**config.mk**
```make
export PLATFORM = sky130hd
export DESIGN_NAME = uart_top
export DESIGN_NICKNAME = d
export VERILOG_FILES = /design/src/verilog/uart_pkg.sv /design/src/verilog/baud_tick_gen.sv /design/src/verilog/uart_receiver.sv /design/src/verilog/uart_transmitter.sv /design/src/verilog/uart_rx_fifo.sv /design/src/verilog/uart_top.sv
export VERILOG_INCLUDE_DIRS = /design/src /design/src/verilog
export SDC_FILE = /design/constraint.sdc
export NUM_CORES = 1
export LEC_CHECK = 0
export BUFFER_PORTS_ARGS = -buffer_cell sky130_fd_sc_hd__buf_2
export CAP_MARGIN = 20
export CORE_ASPECT_RATIO = 0.7
export CORE_MARGIN = 5
export CORE_UTILIZATION = 44
export DETAILED_ROUTE_END_ITERATION = 7
export GPL_TIMING_DRIVEN = 0
export HOLD_SLACK_MARGIN = 0.15
export PLACE_DENSITY = 0.74
export SETUP_SLACK_MARGIN = 0.05
export SYNTH_ARGS = -nofsm -noshare
export SYNTH_HDL_FRONTEND = slang
export SYNTH_SLANG_ARGS = --single-unit
```
**constraint.sdc**
```tcl
create_clock -name i_clk -period 2.5 [get_ports i_clk]
set_clock_uncertainty 0.15 [all_clocks]
set_input_delay 0.5 -clock i_clk [delete_from_list [all_inputs] [get_ports i_clk]]
set_output_delay 0.5 -clock i_clk [all_outputs]
set_load 0.03 [all_outputs]
```
**src/verilog/uart_settings.svh**
```systemverilog
`ifndef UART_SETTINGS_SVH
`define UART_SETTINGS_SVH

// Width of one data byte
`define UART_DATA_BITS 8

// Ticks per bit cell
`define UART_OVERSAMPLE 16

// One stop bit, counted in ticks
`define UART_STOP_TICKS 16

// Clock cycles per tick, 64 clocks per bit cell
`define UART_TICK_DIVISOR 4

// Receive FIFO holds 4 bytes
`define UART_FIFO_DEPTH_LOG2 2

`endif

```
**src/verilog/uart_pkg.sv**
```systemverilog
`default_nettype none

`include "uart_settings.svh"

package uart_pkg;

    // Receiver FSM states
    typedef enum logic [1:0] {
        RX_IDLE  = 2'd0,
        RX_START = 2'd1, // Waiting for mid of start bit
        RX_DATA  = 2'd2,
        RX_STOP  = 2'd3
    } rx_state_e;

    // Transmitter FSM states
    typedef enum logic [1:0] {
        TX_IDLE  = 2'd0,
        TX_START = 2'd1,
        TX_DATA  = 2'd2,
        TX_STOP  = 2'd3
    } tx_state_e;

    // Received byte with its strobe or level
    typedef struct packed {
        logic                       valid;
        logic [`UART_DATA_BITS-1:0] data;
    } uart_byte_t;

endpackage

`default_nettype wire

```
**src/verilog/baud_tick_gen.sv**
```systemverilog
`timescale 1ns/1ps
`default_nettype none

`include "uart_settings.svh"

module baud_tick_gen #(
    parameter int DIVISOR = `UART_TICK_DIVISOR
) (
    input  logic i_clk,
    input  logic i_reset,
    output logic o_tick
);

    // Keep at least one bit even for a divide by one
    localparam int CNT_W = (DIVISOR > 1) ? $clog2(DIVISOR) : 1;

    logic [CNT_W-1:0] cnt;

    always_ff @(posedge i_clk) begin
        if (i_reset) begin
            cnt    <= '0;
            o_tick <= 1'b0;
        end else if (cnt == CNT_W'(DIVISOR - 1)) begin
            cnt    <= '0;
            o_tick <= 1'b1; // One clock wide
        end else begin
            cnt    <= cnt + 1'b1;
            o_tick <= 1'b0;
        end
    end

endmodule

`default_nettype wire

```
**src/verilog/uart_receiver.sv**
```systemverilog
`timescale 1ns/1ps
`default_nettype none

`include "uart_settings.svh"

module uart_receiver (
    input  logic                 i_clk,
    input  logic                 i_reset,
    input  logic                 i_rx,
    input  logic                 i_tick,
    output uart_pkg::uart_byte_t o_byte,
    output logic                 o_frame_err
);

    localparam int TICK_MAX = (`UART_STOP_TICKS > `UART_OVERSAMPLE) ?
                              `UART_STOP_TICKS : `UART_OVERSAMPLE;
    localparam int TICK_W   = $clog2(TICK_MAX);
    localparam int BIT_W    = $clog2(`UART_DATA_BITS);
    localparam int MID_TICK = `UART_OVERSAMPLE / 2 - 1;

    uart_pkg::rx_state_e state, next_state;

    logic [TICK_W-1:0]          tick_cnt, next_tick_cnt;
    logic [BIT_W-1:0]           bit_cnt, next_bit_cnt;
    logic [`UART_DATA_BITS-1:0] data_reg, next_data_reg; // Shift register, LSB arrives first

    // Control state
    always_ff @(posedge i_clk) begin
        if (i_reset) begin
            state    <= uart_pkg::RX_IDLE;
            tick_cnt <= '0;
            bit_cnt  <= '0;
        end else begin
            state    <= next_state;
            tick_cnt <= next_tick_cnt;
            bit_cnt  <= next_bit_cnt;
        end
    end

    always_ff @(posedge i_clk) begin
        data_reg <= next_data_reg;
    end

    always_comb begin
        next_state    = state;
        next_tick_cnt = tick_cnt;
        next_bit_cnt  = bit_cnt;
        next_data_reg = data_reg;
        o_byte.valid  = 1'b0;
        o_byte.data   = data_reg;
        o_frame_err   = 1'b0;

        case (state)
            uart_pkg::RX_IDLE: begin
                if (!i_rx) begin // Falling edge of start bit
                    next_state    = uart_pkg::RX_START;
                    next_tick_cnt = '0;
                end
            end

            uart_pkg::RX_START: begin
                if (i_tick) begin
                    if (tick_cnt == TICK_W'(MID_TICK)) begin
                        next_tick_cnt = '0;
                        next_bit_cnt  = '0;
                        // A high line here was only a glitch
                        next_state = i_rx ? uart_pkg::RX_IDLE : uart_pkg::RX_DATA;
                    end else begin
                        next_tick_cnt = tick_cnt + 1'b1;
                    end
                end
            end

            uart_pkg::RX_DATA: begin
                if (i_tick) begin
                    if (tick_cnt == TICK_W'(`UART_OVERSAMPLE - 1)) begin // Mid of bit cell
                        next_tick_cnt = '0;
                        next_data_reg = {i_rx, data_reg[`UART_DATA_BITS-1:1]};
                        if (bit_cnt == BIT_W'(`UART_DATA_BITS - 1)) begin
                            next_state = uart_pkg::RX_STOP;
                        end else begin
                            next_bit_cnt = bit_cnt + 1'b1;
                        end
                    end else begin
                        next_tick_cnt = tick_cnt + 1'b1;
                    end
                end
            end

            uart_pkg::RX_STOP: begin
                if (i_tick) begin
                    if (tick_cnt == TICK_W'(`UART_STOP_TICKS - 1)) begin
                        next_state    = uart_pkg::RX_IDLE;
                        next_tick_cnt = '0;
                        // Stop bit must be high
                        if (i_rx) begin
                            o_byte.valid = 1'b1;
                        end else begin
                            o_frame_err = 1'b1;
                        end
                    end else begin
                        next_tick_cnt = tick_cnt + 1'b1;
                    end
                end
            end
        endcase
    end

endmodule

`default_nettype wire

```
**src/verilog/uart_transmitter.sv**
```systemverilog
`timescale 1ns/1ps
`default_nettype none

`include "uart_settings.svh"

module uart_transmitter (
    input  logic                       i_clk,
    input  logic                       i_reset,
    input  logic                       i_tick,
    input  logic                       i_tx_start,
    input  logic [`UART_DATA_BITS-1:0] i_tx_data,
    output logic                       o_tx,
    output logic                       o_tx_busy
);

    localparam int TICK_MAX = (`UART_STOP_TICKS > `UART_OVERSAMPLE) ?
                              `UART_STOP_TICKS : `UART_OVERSAMPLE;
    localparam int TICK_W   = $clog2(TICK_MAX);
    localparam int BIT_W    = $clog2(`UART_DATA_BITS);

    uart_pkg::tx_state_e state, next_state;

    logic [TICK_W-1:0]          tick_cnt, next_tick_cnt;
    logic [BIT_W-1:0]           bit_cnt, next_bit_cnt;
    logic [`UART_DATA_BITS-1:0] shift_reg, next_shift;
    logic                       tx_q, next_tx; // Registered line level

    always_ff @(posedge i_clk) begin
        if (i_reset) begin
            state    <= uart_pkg::TX_IDLE;
            tick_cnt <= '0;
            bit_cnt  <= '0;
            tx_q     <= 1'b1; // Idle line is high
        end else begin
            state    <= next_state;
            tick_cnt <= next_tick_cnt;
            bit_cnt  <= next_bit_cnt;
            tx_q     <= next_tx;
        end
    end

    always_ff @(posedge i_clk) begin
        shift_reg <= next_shift;
    end

    always_comb begin
        next_state    = state;
        next_tick_cnt = tick_cnt;
        next_bit_cnt  = bit_cnt;
        next_shift    = shift_reg;
        next_tx       = tx_q;

        case (state)
            uart_pkg::TX_IDLE: begin
                if (i_tx_start) begin
                    next_state    = uart_pkg::TX_START;
                    next_tick_cnt = '0;
                    next_shift    = i_tx_data; // Latch byte on strobe
                end
            end

            uart_pkg::TX_START: begin
                if (i_tick) begin
                    if (tx_q) begin
                        // First tick after the strobe drops the line
                        next_tx = 1'b0;
                    end else if (tick_cnt == TICK_W'(`UART_OVERSAMPLE - 1)) begin
                        next_state    = uart_pkg::TX_DATA;
                        next_tick_cnt = '0;
                        next_bit_cnt  = '0;
                        next_tx       = shift_reg[0];
                    end else begin
                        next_tick_cnt = tick_cnt + 1'b1;
                    end
                end
            end

            uart_pkg::TX_DATA: begin
                if (i_tick) begin
                    if (tick_cnt == TICK_W'(`UART_OVERSAMPLE - 1)) begin
                        next_tick_cnt = '0;
                        if (bit_cnt == BIT_W'(`UART_DATA_BITS - 1)) begin
                            next_state = uart_pkg::TX_STOP;
                            next_tx    = 1'b1; // Stop bit
                        end else begin
                            next_bit_cnt = bit_cnt + 1'b1;
                            next_shift   = {1'b0, shift_reg[`UART_DATA_BITS-1:1]};
                            next_tx      = shift_reg[1];
                        end
                    end else begin
                        next_tick_cnt = tick_cnt + 1'b1;
                    end
                end
            end

            uart_pkg::TX_STOP: begin
                if (i_tick) begin
                    if (tick_cnt == TICK_W'(`UART_STOP_TICKS - 1)) begin
                        next_state    = uart_pkg::TX_IDLE;
                        next_tick_cnt = '0;
                    end else begin
                        next_tick_cnt = tick_cnt + 1'b1;
                    end
                end
            end
        endcase
    end

    assign o_tx      = tx_q;
    assign o_tx_busy = (state != uart_pkg::TX_IDLE); // Rises the cycle after the strobe

endmodule

`default_nettype wire

```
**src/verilog/uart_rx_fifo.sv**
```systemverilog
`timescale 1ns/1ps
`default_nettype none

`include "uart_settings.svh"

module uart_rx_fifo (
    input  logic                 i_clk,
    input  logic                 i_reset,
    input  uart_pkg::uart_byte_t i_wr,
    input  logic                 i_read,
    output uart_pkg::uart_byte_t o_head,
    output logic                 o_overflow
);

    localparam int PTR_W = `UART_FIFO_DEPTH_LOG2;
    localparam int DEPTH = 1 << PTR_W;

    logic [`UART_DATA_BITS-1:0] mem [DEPTH];
    logic [PTR_W-1:0]           wr_ptr, rd_ptr; // Wrap on their own
    logic [PTR_W:0]             count;
    logic                       full, empty;
    logic                       do_wr, do_rd;

    assign empty = (count == '0);
    assign full  = (count == (PTR_W + 1)'(DEPTH));
    assign do_wr = i_wr.valid && !full;
    assign do_rd = i_read && !empty; // Read on empty is ignored

    always_ff @(posedge i_clk) begin
        if (i_reset) begin
            wr_ptr     <= '0;
            rd_ptr     <= '0;
            count      <= '0;
            o_overflow <= 1'b0;
        end else begin
            if (do_wr) begin
                wr_ptr <= wr_ptr + 1'b1;
            end
            if (do_rd) begin
                rd_ptr <= rd_ptr + 1'b1;
            end
            case ({do_wr, do_rd})
                2'b10:   count <= count + 1'b1;
                2'b01:   count <= count - 1'b1;
                default: count <= count; // Both or neither
            endcase
            if (i_wr.valid && full) begin
                o_overflow <= 1'b1; // Sticky until reset
            end
        end
    end

    always_ff @(posedge i_clk) begin
        if (do_wr) begin
            mem[wr_ptr] <= i_wr.data;
        end
    end

    // Show-ahead head
    always_comb begin
        o_head.valid = !empty;
        o_head.data  = mem[rd_ptr];
    end

endmodule

`default_nettype wire

```
**src/verilog/uart_top.sv**
```systemverilog
`timescale 1ns/1ps
`default_nettype none

`include "uart_settings.svh"

module uart_top (
    input  logic                       i_clk,
    input  logic                       i_reset,
    input  logic                       i_rx,
    input  logic                       i_rx_read,
    input  logic                       i_tx_start,
    input  logic [`UART_DATA_BITS-1:0] i_tx_data,
    output logic [`UART_DATA_BITS-1:0] o_rx_data,
    output logic                       o_rx_valid,
    output logic                       o_frame_err,
    output logic                       o_overflow,
    output logic                       o_tx,
    output logic                       o_tx_busy
);

    logic                 tick;    // Shared by RX and TX
    uart_pkg::uart_byte_t rx_byte;
    uart_pkg::uart_byte_t fifo_head;

    baud_tick_gen #(
        .DIVISOR (`UART_TICK_DIVISOR)
    ) u_tick (
        .i_clk   (i_clk),
        .i_reset (i_reset),
        .o_tick  (tick)
    );

    uart_receiver u_rx (
        .i_clk       (i_clk),
        .i_reset     (i_reset),
        .i_rx        (i_rx),
        .i_tick      (tick),
        .o_byte      (rx_byte),
        .o_frame_err (o_frame_err)
    );

    uart_rx_fifo u_fifo (
        .i_clk      (i_clk),
        .i_reset    (i_reset),
        .i_wr       (rx_byte),
        .i_read     (i_rx_read),
        .o_head     (fifo_head),
        .o_overflow (o_overflow)
    );

    uart_transmitter u_tx (
        .i_clk      (i_clk),
        .i_reset    (i_reset),
        .i_tick     (tick),
        .i_tx_start (i_tx_start),
        .i_tx_data  (i_tx_data),
        .o_tx       (o_tx),
        .o_tx_busy  (o_tx_busy)
    );

    // Unpack FIFO head
    assign o_rx_data  = fifo_head.data;
    assign o_rx_valid = fifo_head.valid;

endmodule

`default_nettype wire

```
==> impl_metrics.ini, run 1 <==
[critical_path]
critical_path.slowest_cell = dfxtp_1
worstReg2RegStart = u_rx.tick_cnt[0]
cp.required_ps = 2610
rr_endpoint = u_fifo.count[2]
slowest_delay_ps = 440
crit_chain = ha_4, nand4_4, nor4b_4, inv_1, ha_1, inv_1, fa_1, xor2_1, or3_1, a21oi_1
path_max_fanout = 6
endpoint_kind = flip-flop
reg2reg_slack_ps = 190
reg2regPathDepth = 10
cp.arrival_ps = 2420
crit_buf_inv = 2
cp-start-kind = flip-flop
crit_path_frequent_cell = inv_1
cp_top_family = simple AND/OR/NAND/NOR gates
worst-setup-path-type = flip-flop to flip-flop

[yosys]
synth-xor-area-share_pct = 1.48
synth_mux_area_share_pct = 9.29
synth_area_sq_mm = 0.00356
synth_edf_count = 48
async_reset_ff_share_pct = 0
yosysSeqAreaShare_pct = 58.5
synth-simple-area-share_pct = 14.0
synth_compound_gate_area_share_pct = 7.35
synth_nets = 304
synth_top_family_by_area = simple AND/OR/NAND/NOR gates
synth_area_per_cell_sq_um = 13.0
yosys_warnings = 0
synth_seq_cells = 80
synth-adder-area-share_pct = 6.54
synth_flop_cell = edfxtp_1
synthCells = 273
synth_cell_type_count = 54

[clock_tree]
insertion_delay_ps = 330
cts_root_buffer = clkbuf_16
clkTransAtPathRegs_ps = 60
cts_num_sinks = 80
cts_tree = yes
numCtsBuffers = 9
clk_path_buf_depth = 2
htreeDepth = 3

[floorplan]
rows = 27
coreArea_sq_mm = 0.00787
ios = 26
die_w_microns = 117
start_util_pct = 45.2
dieArea_sq_mm = 0.0100
dieHeight_microns = 85.2

[drt]
routed_wl_mm = 6.09
viasPerCell = 5.15
drtIter0Drc = 108
post_drt_wl_per_cell_microns = 14.7
drc = 0
num_vias = 2138
drtPass1Iterations = 4
ant_nets = 0

[power_and_ir_drop]
p_seq_share_pct = 45.1
power.internal_uw = 2570
clkPwrFrac_pct = 42.3
p_sw_share_pct = 24.7
leakage_uw = 0.00153
vdd_drop_max_v = 0.000415
power_density_mw_per_mm2 = 820
pwr-share-comb_pct = 12.6
switchingPower_uw = 843

[global_route]
grtUsageTotal_pct = 13.1
overflow = 0
grt_pass1_wl_mm = 10.3
antenna_found_initial = 0
grt_max_degree = 17
grt_pass1_vias = 2089

[hold_path]
hold_path_depth = 1
hold_path_startpoint = u_tick.cnt[0]
holdPathEnd = u_tick.cnt[0]
hp-class = flip-flop to flip-flop

[placed_design]
place.gp.congestion = 0.787
dpl.hpwl_mm = 4.18
pre_cts_ws_ps = -211
io_buffers = 24

[finish]
seq_area_sq_mm = 0.00208
multi_input_area_sq_mm = 0.00139
area_growth_pct = 16.9
drive_gt1_share_pct = 24.5
largest_reg_flops = 32
fill_cells = 646
final_nets = 340
utilization_pct = 52.8
antennaDiodeCount = 0
final_common_cell = edfxtp_1
final_cell_mix = edfxtp_1, dfxtp_1, buf_2, nor2_1

[sta]
worst_slack_ps = 189
min_period_over_period_pct = 92.4
worst_slew_pin_slew_ps = 783
rsz0062_at_grt = yes
maxSlewHeadroom_pct = 47.6
hold_viol = 0
period_minus_slack_ps = 2310
report.final.slew_viol_count = 0
setup_violations = 0
fmax_mhz = 433

[run_status]
status = finished clean

[job]
max_cap_viol_count = 0
cells by family after synthesis:
family                     count (synthesis)
and+or+nand+nor                           85
muxes                                     22
xor gates and xnor gates                   6
DFF                                       80
AOI/OAI and AO/OA                         40
adders and majority gates                 18
buffers and inverters                     22
final cells by class:
type / count / area share [%]
Clock inverter: 7 / 2.56
Timing Repair Buffer: 25 / 3.07
Multi-Input combinational cell: 171 / 33.5
Buffer: 13 / 1.59
Sequential cell: 80 / 50.1
Tap cell: 101 / 3.04
Inverter: 9 / 0.812
Clock buffer: 9 / 5.42
synth_stat cells, types with 4 or more instances:
cell      number  area share [%]
inv_1          9            0.95
mux2i_1        6             1.7
buf_2          5            0.70
ha_1          17             6.0
mux4_2         8             5.1
nand2b_1       6             1.1
clkbuf_1       4            0.42
dfxtp_1       32              18
o21ai_0        5            0.70
nor2b_1        6             1.1
nand3_1        6            0.84
mux2_2         8             2.5
a21oi_1       15             2.1
nor2_1        22             2.3
and2_2         4            0.84
nand2_1       16             1.7
edfxtp_1      48              41
how the worst max path moves through the flow:
stage	start	to	cells after the start
final	u_rx.tick_cnt[0]	u_fifo.count[2]	10
after global routing	u_rx.tick_cnt[0]	u_fifo.count[2]	10
after CTS	u_rx.tick_cnt[0]	u_fifo.count[2]	10
after detailed placement	u_rx.tick_cnt[0]	u_fifo.count[2]	10
after global placement	u_rx.tick_cnt[0]	u_fifo.count[2]	10
after floorplan	u_rx.tick_cnt[0]	u_fifo.count[2]	10
power groups by stage:
stage               clock network [uW]  logic [uW]  registers (uW)
finish                            1440         428            1540
global route                      1550         480            1550
CTS                               1480         428            1540
detailed placement                   0         424            1570
global placement                     0         411            1560
floorplan                            0         331            1560
per-stage QoR:
step / total power (uW) / area (sq um) / cells / TNS [ps] / hold WS (ps)
2_1_floorplan: 1890 / 3560 / 273 / 0 / 258
3_3_place_gp: 1980 / 3800 / 398 / -170 / 265
3_5_place_dp: 1990 / 3800 / 398 / -1010 / 272
4_1_cts: 3450 / 4140 / 415 / 0 / 297
5_1_grt: 3580 / 4160 / 415 / -12.4 / 302
6_report: 3410 / 4160 / 415 / 0 / 294
timing repair:
action / in CTS / in global routing
setup buffers: 1 / 0
hold buffers: 0 / 0
endpoints found under the setup margin: 10 / 10
gates resized for setup: 1 / 3
pin swaps: 1 / 0
routing by layer:
metal / wire, microns / part of all wire [%] / vias to the layer above / track usage [%]
met2: 2760 / 45 / 32 / 19.6
met4: 57 / 0.94 / 0 / 3.75
met5: 0 / 0 / - / 0
met1: 3070 / 50 / 1023 / 17.9
met3: 200 / 3.3 / 5 / 4.80
li1: - / - / 1078 / -
No activity file was read; power rests on OpenSTA's default activity.
==> run 2, diff against run 1 <==
Settings changed: PLACE_DENSITY 0.74 to 0.71.
Clock period 2.5 ns to 2.77 ns, I/O delays scaled along.
==> run 2 against run 1 <==
Non-clock buffer count grew 1. Flip-flop and latch count unchanged. Routed wire length increased by 0.56%. Setup slack better by 160 ps. Clock power down 16%. Register-to-register slack improved by 160 ps. Combinational power is 7.0% lower. Sequential power fell by 9.7%. Largest cell class unchanged. Highest routed layer unchanged.
==> impl_metrics.ini, run 2 (synthesis gave the netlist of run 1 again) <==
[clock_tree]
ctsResizeCount = 0
cts_root_buffer = clkbuf_16
htreeDepth = 3
cts_tree = yes
clk_path_buf_depth = 2
numCtsBuffers = 9
cts_num_sinks = 80
insertion_delay_ps = 330
clkTransAtPathRegs_ps = 70

[power_and_ir_drop]
clkPwrFrac_pct = 40.3
p_seq_share_pct = 46.5
leakage_uw = 0.00152
vdd_drop_max_v = 0.000336
power_density_mw_per_mm2 = 726
pwr-share-comb_pct = 13.3
switchingPower_uw = 768
p_sw_share_pct = 25.6
power.internal_uw = 2230

[critical_path]
reg2regPathDepth = 7
path_max_fanout = 10
worst-setup-path-type = flip-flop to flip-flop
cp-start-kind = flip-flop
rr_endpoint = u_tx.shift_reg[3]
startpoint = u_tx.state[0]
endpoint_kind = flip-flop
crit_chain = inv_1, ha_1, buf_2, nor2b_1, nand2_1, a21boi_0, clkbuf_2
cp.arrival_ps = 2320
cp-endpoint = u_tx.shift_reg[3]
slowest_delay_ps = 590
cp.required_ps = 2660
worstReg2RegStart = u_tx.state[0]
reg2reg_slack_ps = 340
critical_path.slowest_cell = a21boi_0

[finish]
layoutNonFillerInstCount = 416
final_common_cell = edfxtp_1
utilization_pct = 52.4
drive_gt1_share_pct = 24.1
largest_reg_flops = 32
final_nets = 341
final_cell_mix = edfxtp_1, dfxtp_1, buf_2, nor2_1, ha_1
antennaDiodeCount = 0
area_growth_pct = 16.0

[floorplan]
dieHeight_microns = 85.2
coreArea_sq_mm = 0.00787
ios = 26
dieArea_sq_mm = 0.0100
rows = 27
start_util_pct = 45.2
die_w_microns = 117

[global_route]
overflow = 0
grt_pass1_wl_mm = 10.4
grt_pass1_vias = 2115
grtUsageTotal_pct = 13.2
grt_max_degree = 17
antenna_found_initial = 0

[sta]
period_minus_slack_ps = 2430
report.final.slew_viol_count = 0
finalSetupTns_ps = 0
rsz0062_at_grt = no
setup_violations = 0
min_period_over_period_pct = 87.6
timing.hold.ws_ps = 287
worst_slack_ps = 345
maxSlewHeadroom_pct = 42.2
worst_slew_pin_slew_ps = 864
hold_viol = 0
fmax_mhz = 412

[drt]
routed_wl_mm = 6.12
ant_nets = 0
drtIter0Drc = 103
drc = 0
drtPass1Iterations = 4
post_drt_wl_per_cell_microns = 14.7
viasPerCell = 5.22
num_vias = 2170

[hold_path]
hold_path_startpoint = u_tick.cnt[0]
hp-class = flip-flop to flip-flop

[placed_design]
pre_cts_ws_ps = 135
dpl.cell_count = 398
io_buffers = 24
dpl.hpwl_mm = 4.26
place.gp.congestion = 0.792

[run_status]
status = finished clean

[job]
max_cap_viol_count = 0
run 2: changes by cell type in the layout (fill, tap and decap cells not counted):
cell        delta
a21boi_0       +1
a21boi_2       -1
bufinv_16      -1
clkbuf_2       +1
clkinvlp_4     +1
ha_1           +1
ha_4           -1
run 2: area by class of cell:
type	count	area [sq um]
sequential	80	2080
clock inverter	7	83.8
fill	669	3750
multi-input combinational	171	1380
buffer	13	66.3
clock buffer	9	225
timing repair buffer	26	133
tap	101	126
inverter	9	33.8
run 2: routing by layer:
metal  vias up  track usage [%]  share of wire (%)
li1       1087                -                  -
met1      1041             18.4                 50
met2        32             19.0                 45
met3        10             3.93                3.2
met4         0             5.63                1.6
met5         -                0                  0
run 2: worst min path at each step:
stage                     depth (start not counted)            end  slack, ps
after floorplan                                   1  u_tick.cnt[0]        260
after global placement                            1  u_tick.cnt[0]        270
after detailed placement                          1  u_tick.cnt[0]        280
after CTS                                         1  u_tick.cnt[0]        290
after global routing                              1  u_tick.cnt[0]        310
final                                             1  u_tick.cnt[0]        290
run 2: worst max-delay path: cells and delay by family (launching register included):
kind | cells | cell delay [ps]
buffers and inverters | 3 | 620
AO/OA/AOI/OAI | 1 | 590
adder cells (fa/ha/maj) | 1 | 190
flip-flops | 1 | 330
AND/OR/NAND/NOR | 2 | 250
run 2: what timing repair did:
action,in CTS,in global routing
setup endpoints to repair,0,2
buffers inserted,0,1
hold buffers,0,0
run 2: power by group through the flow:
stage	sequential [uW]	combinational (uW)	clock, uW
2_1_floorplan	1410	298	0
3_3_place_gp	1410	375	0
3_5_place_dp	1420	386	0
4_1_cts	1390	387	1240
5_1_grt	1400	443	1300
6_report	1390	398	1210
run 2: stage by stage:
stage | power, uW | cell area [sq um]
floorplan | 1700 | 3560
global placement | 1790 | 3800
global route | 3140 | 4130
CTS | 3020 | 4110
detailed placement | 1810 | 3800
finish | 2990 | 4130
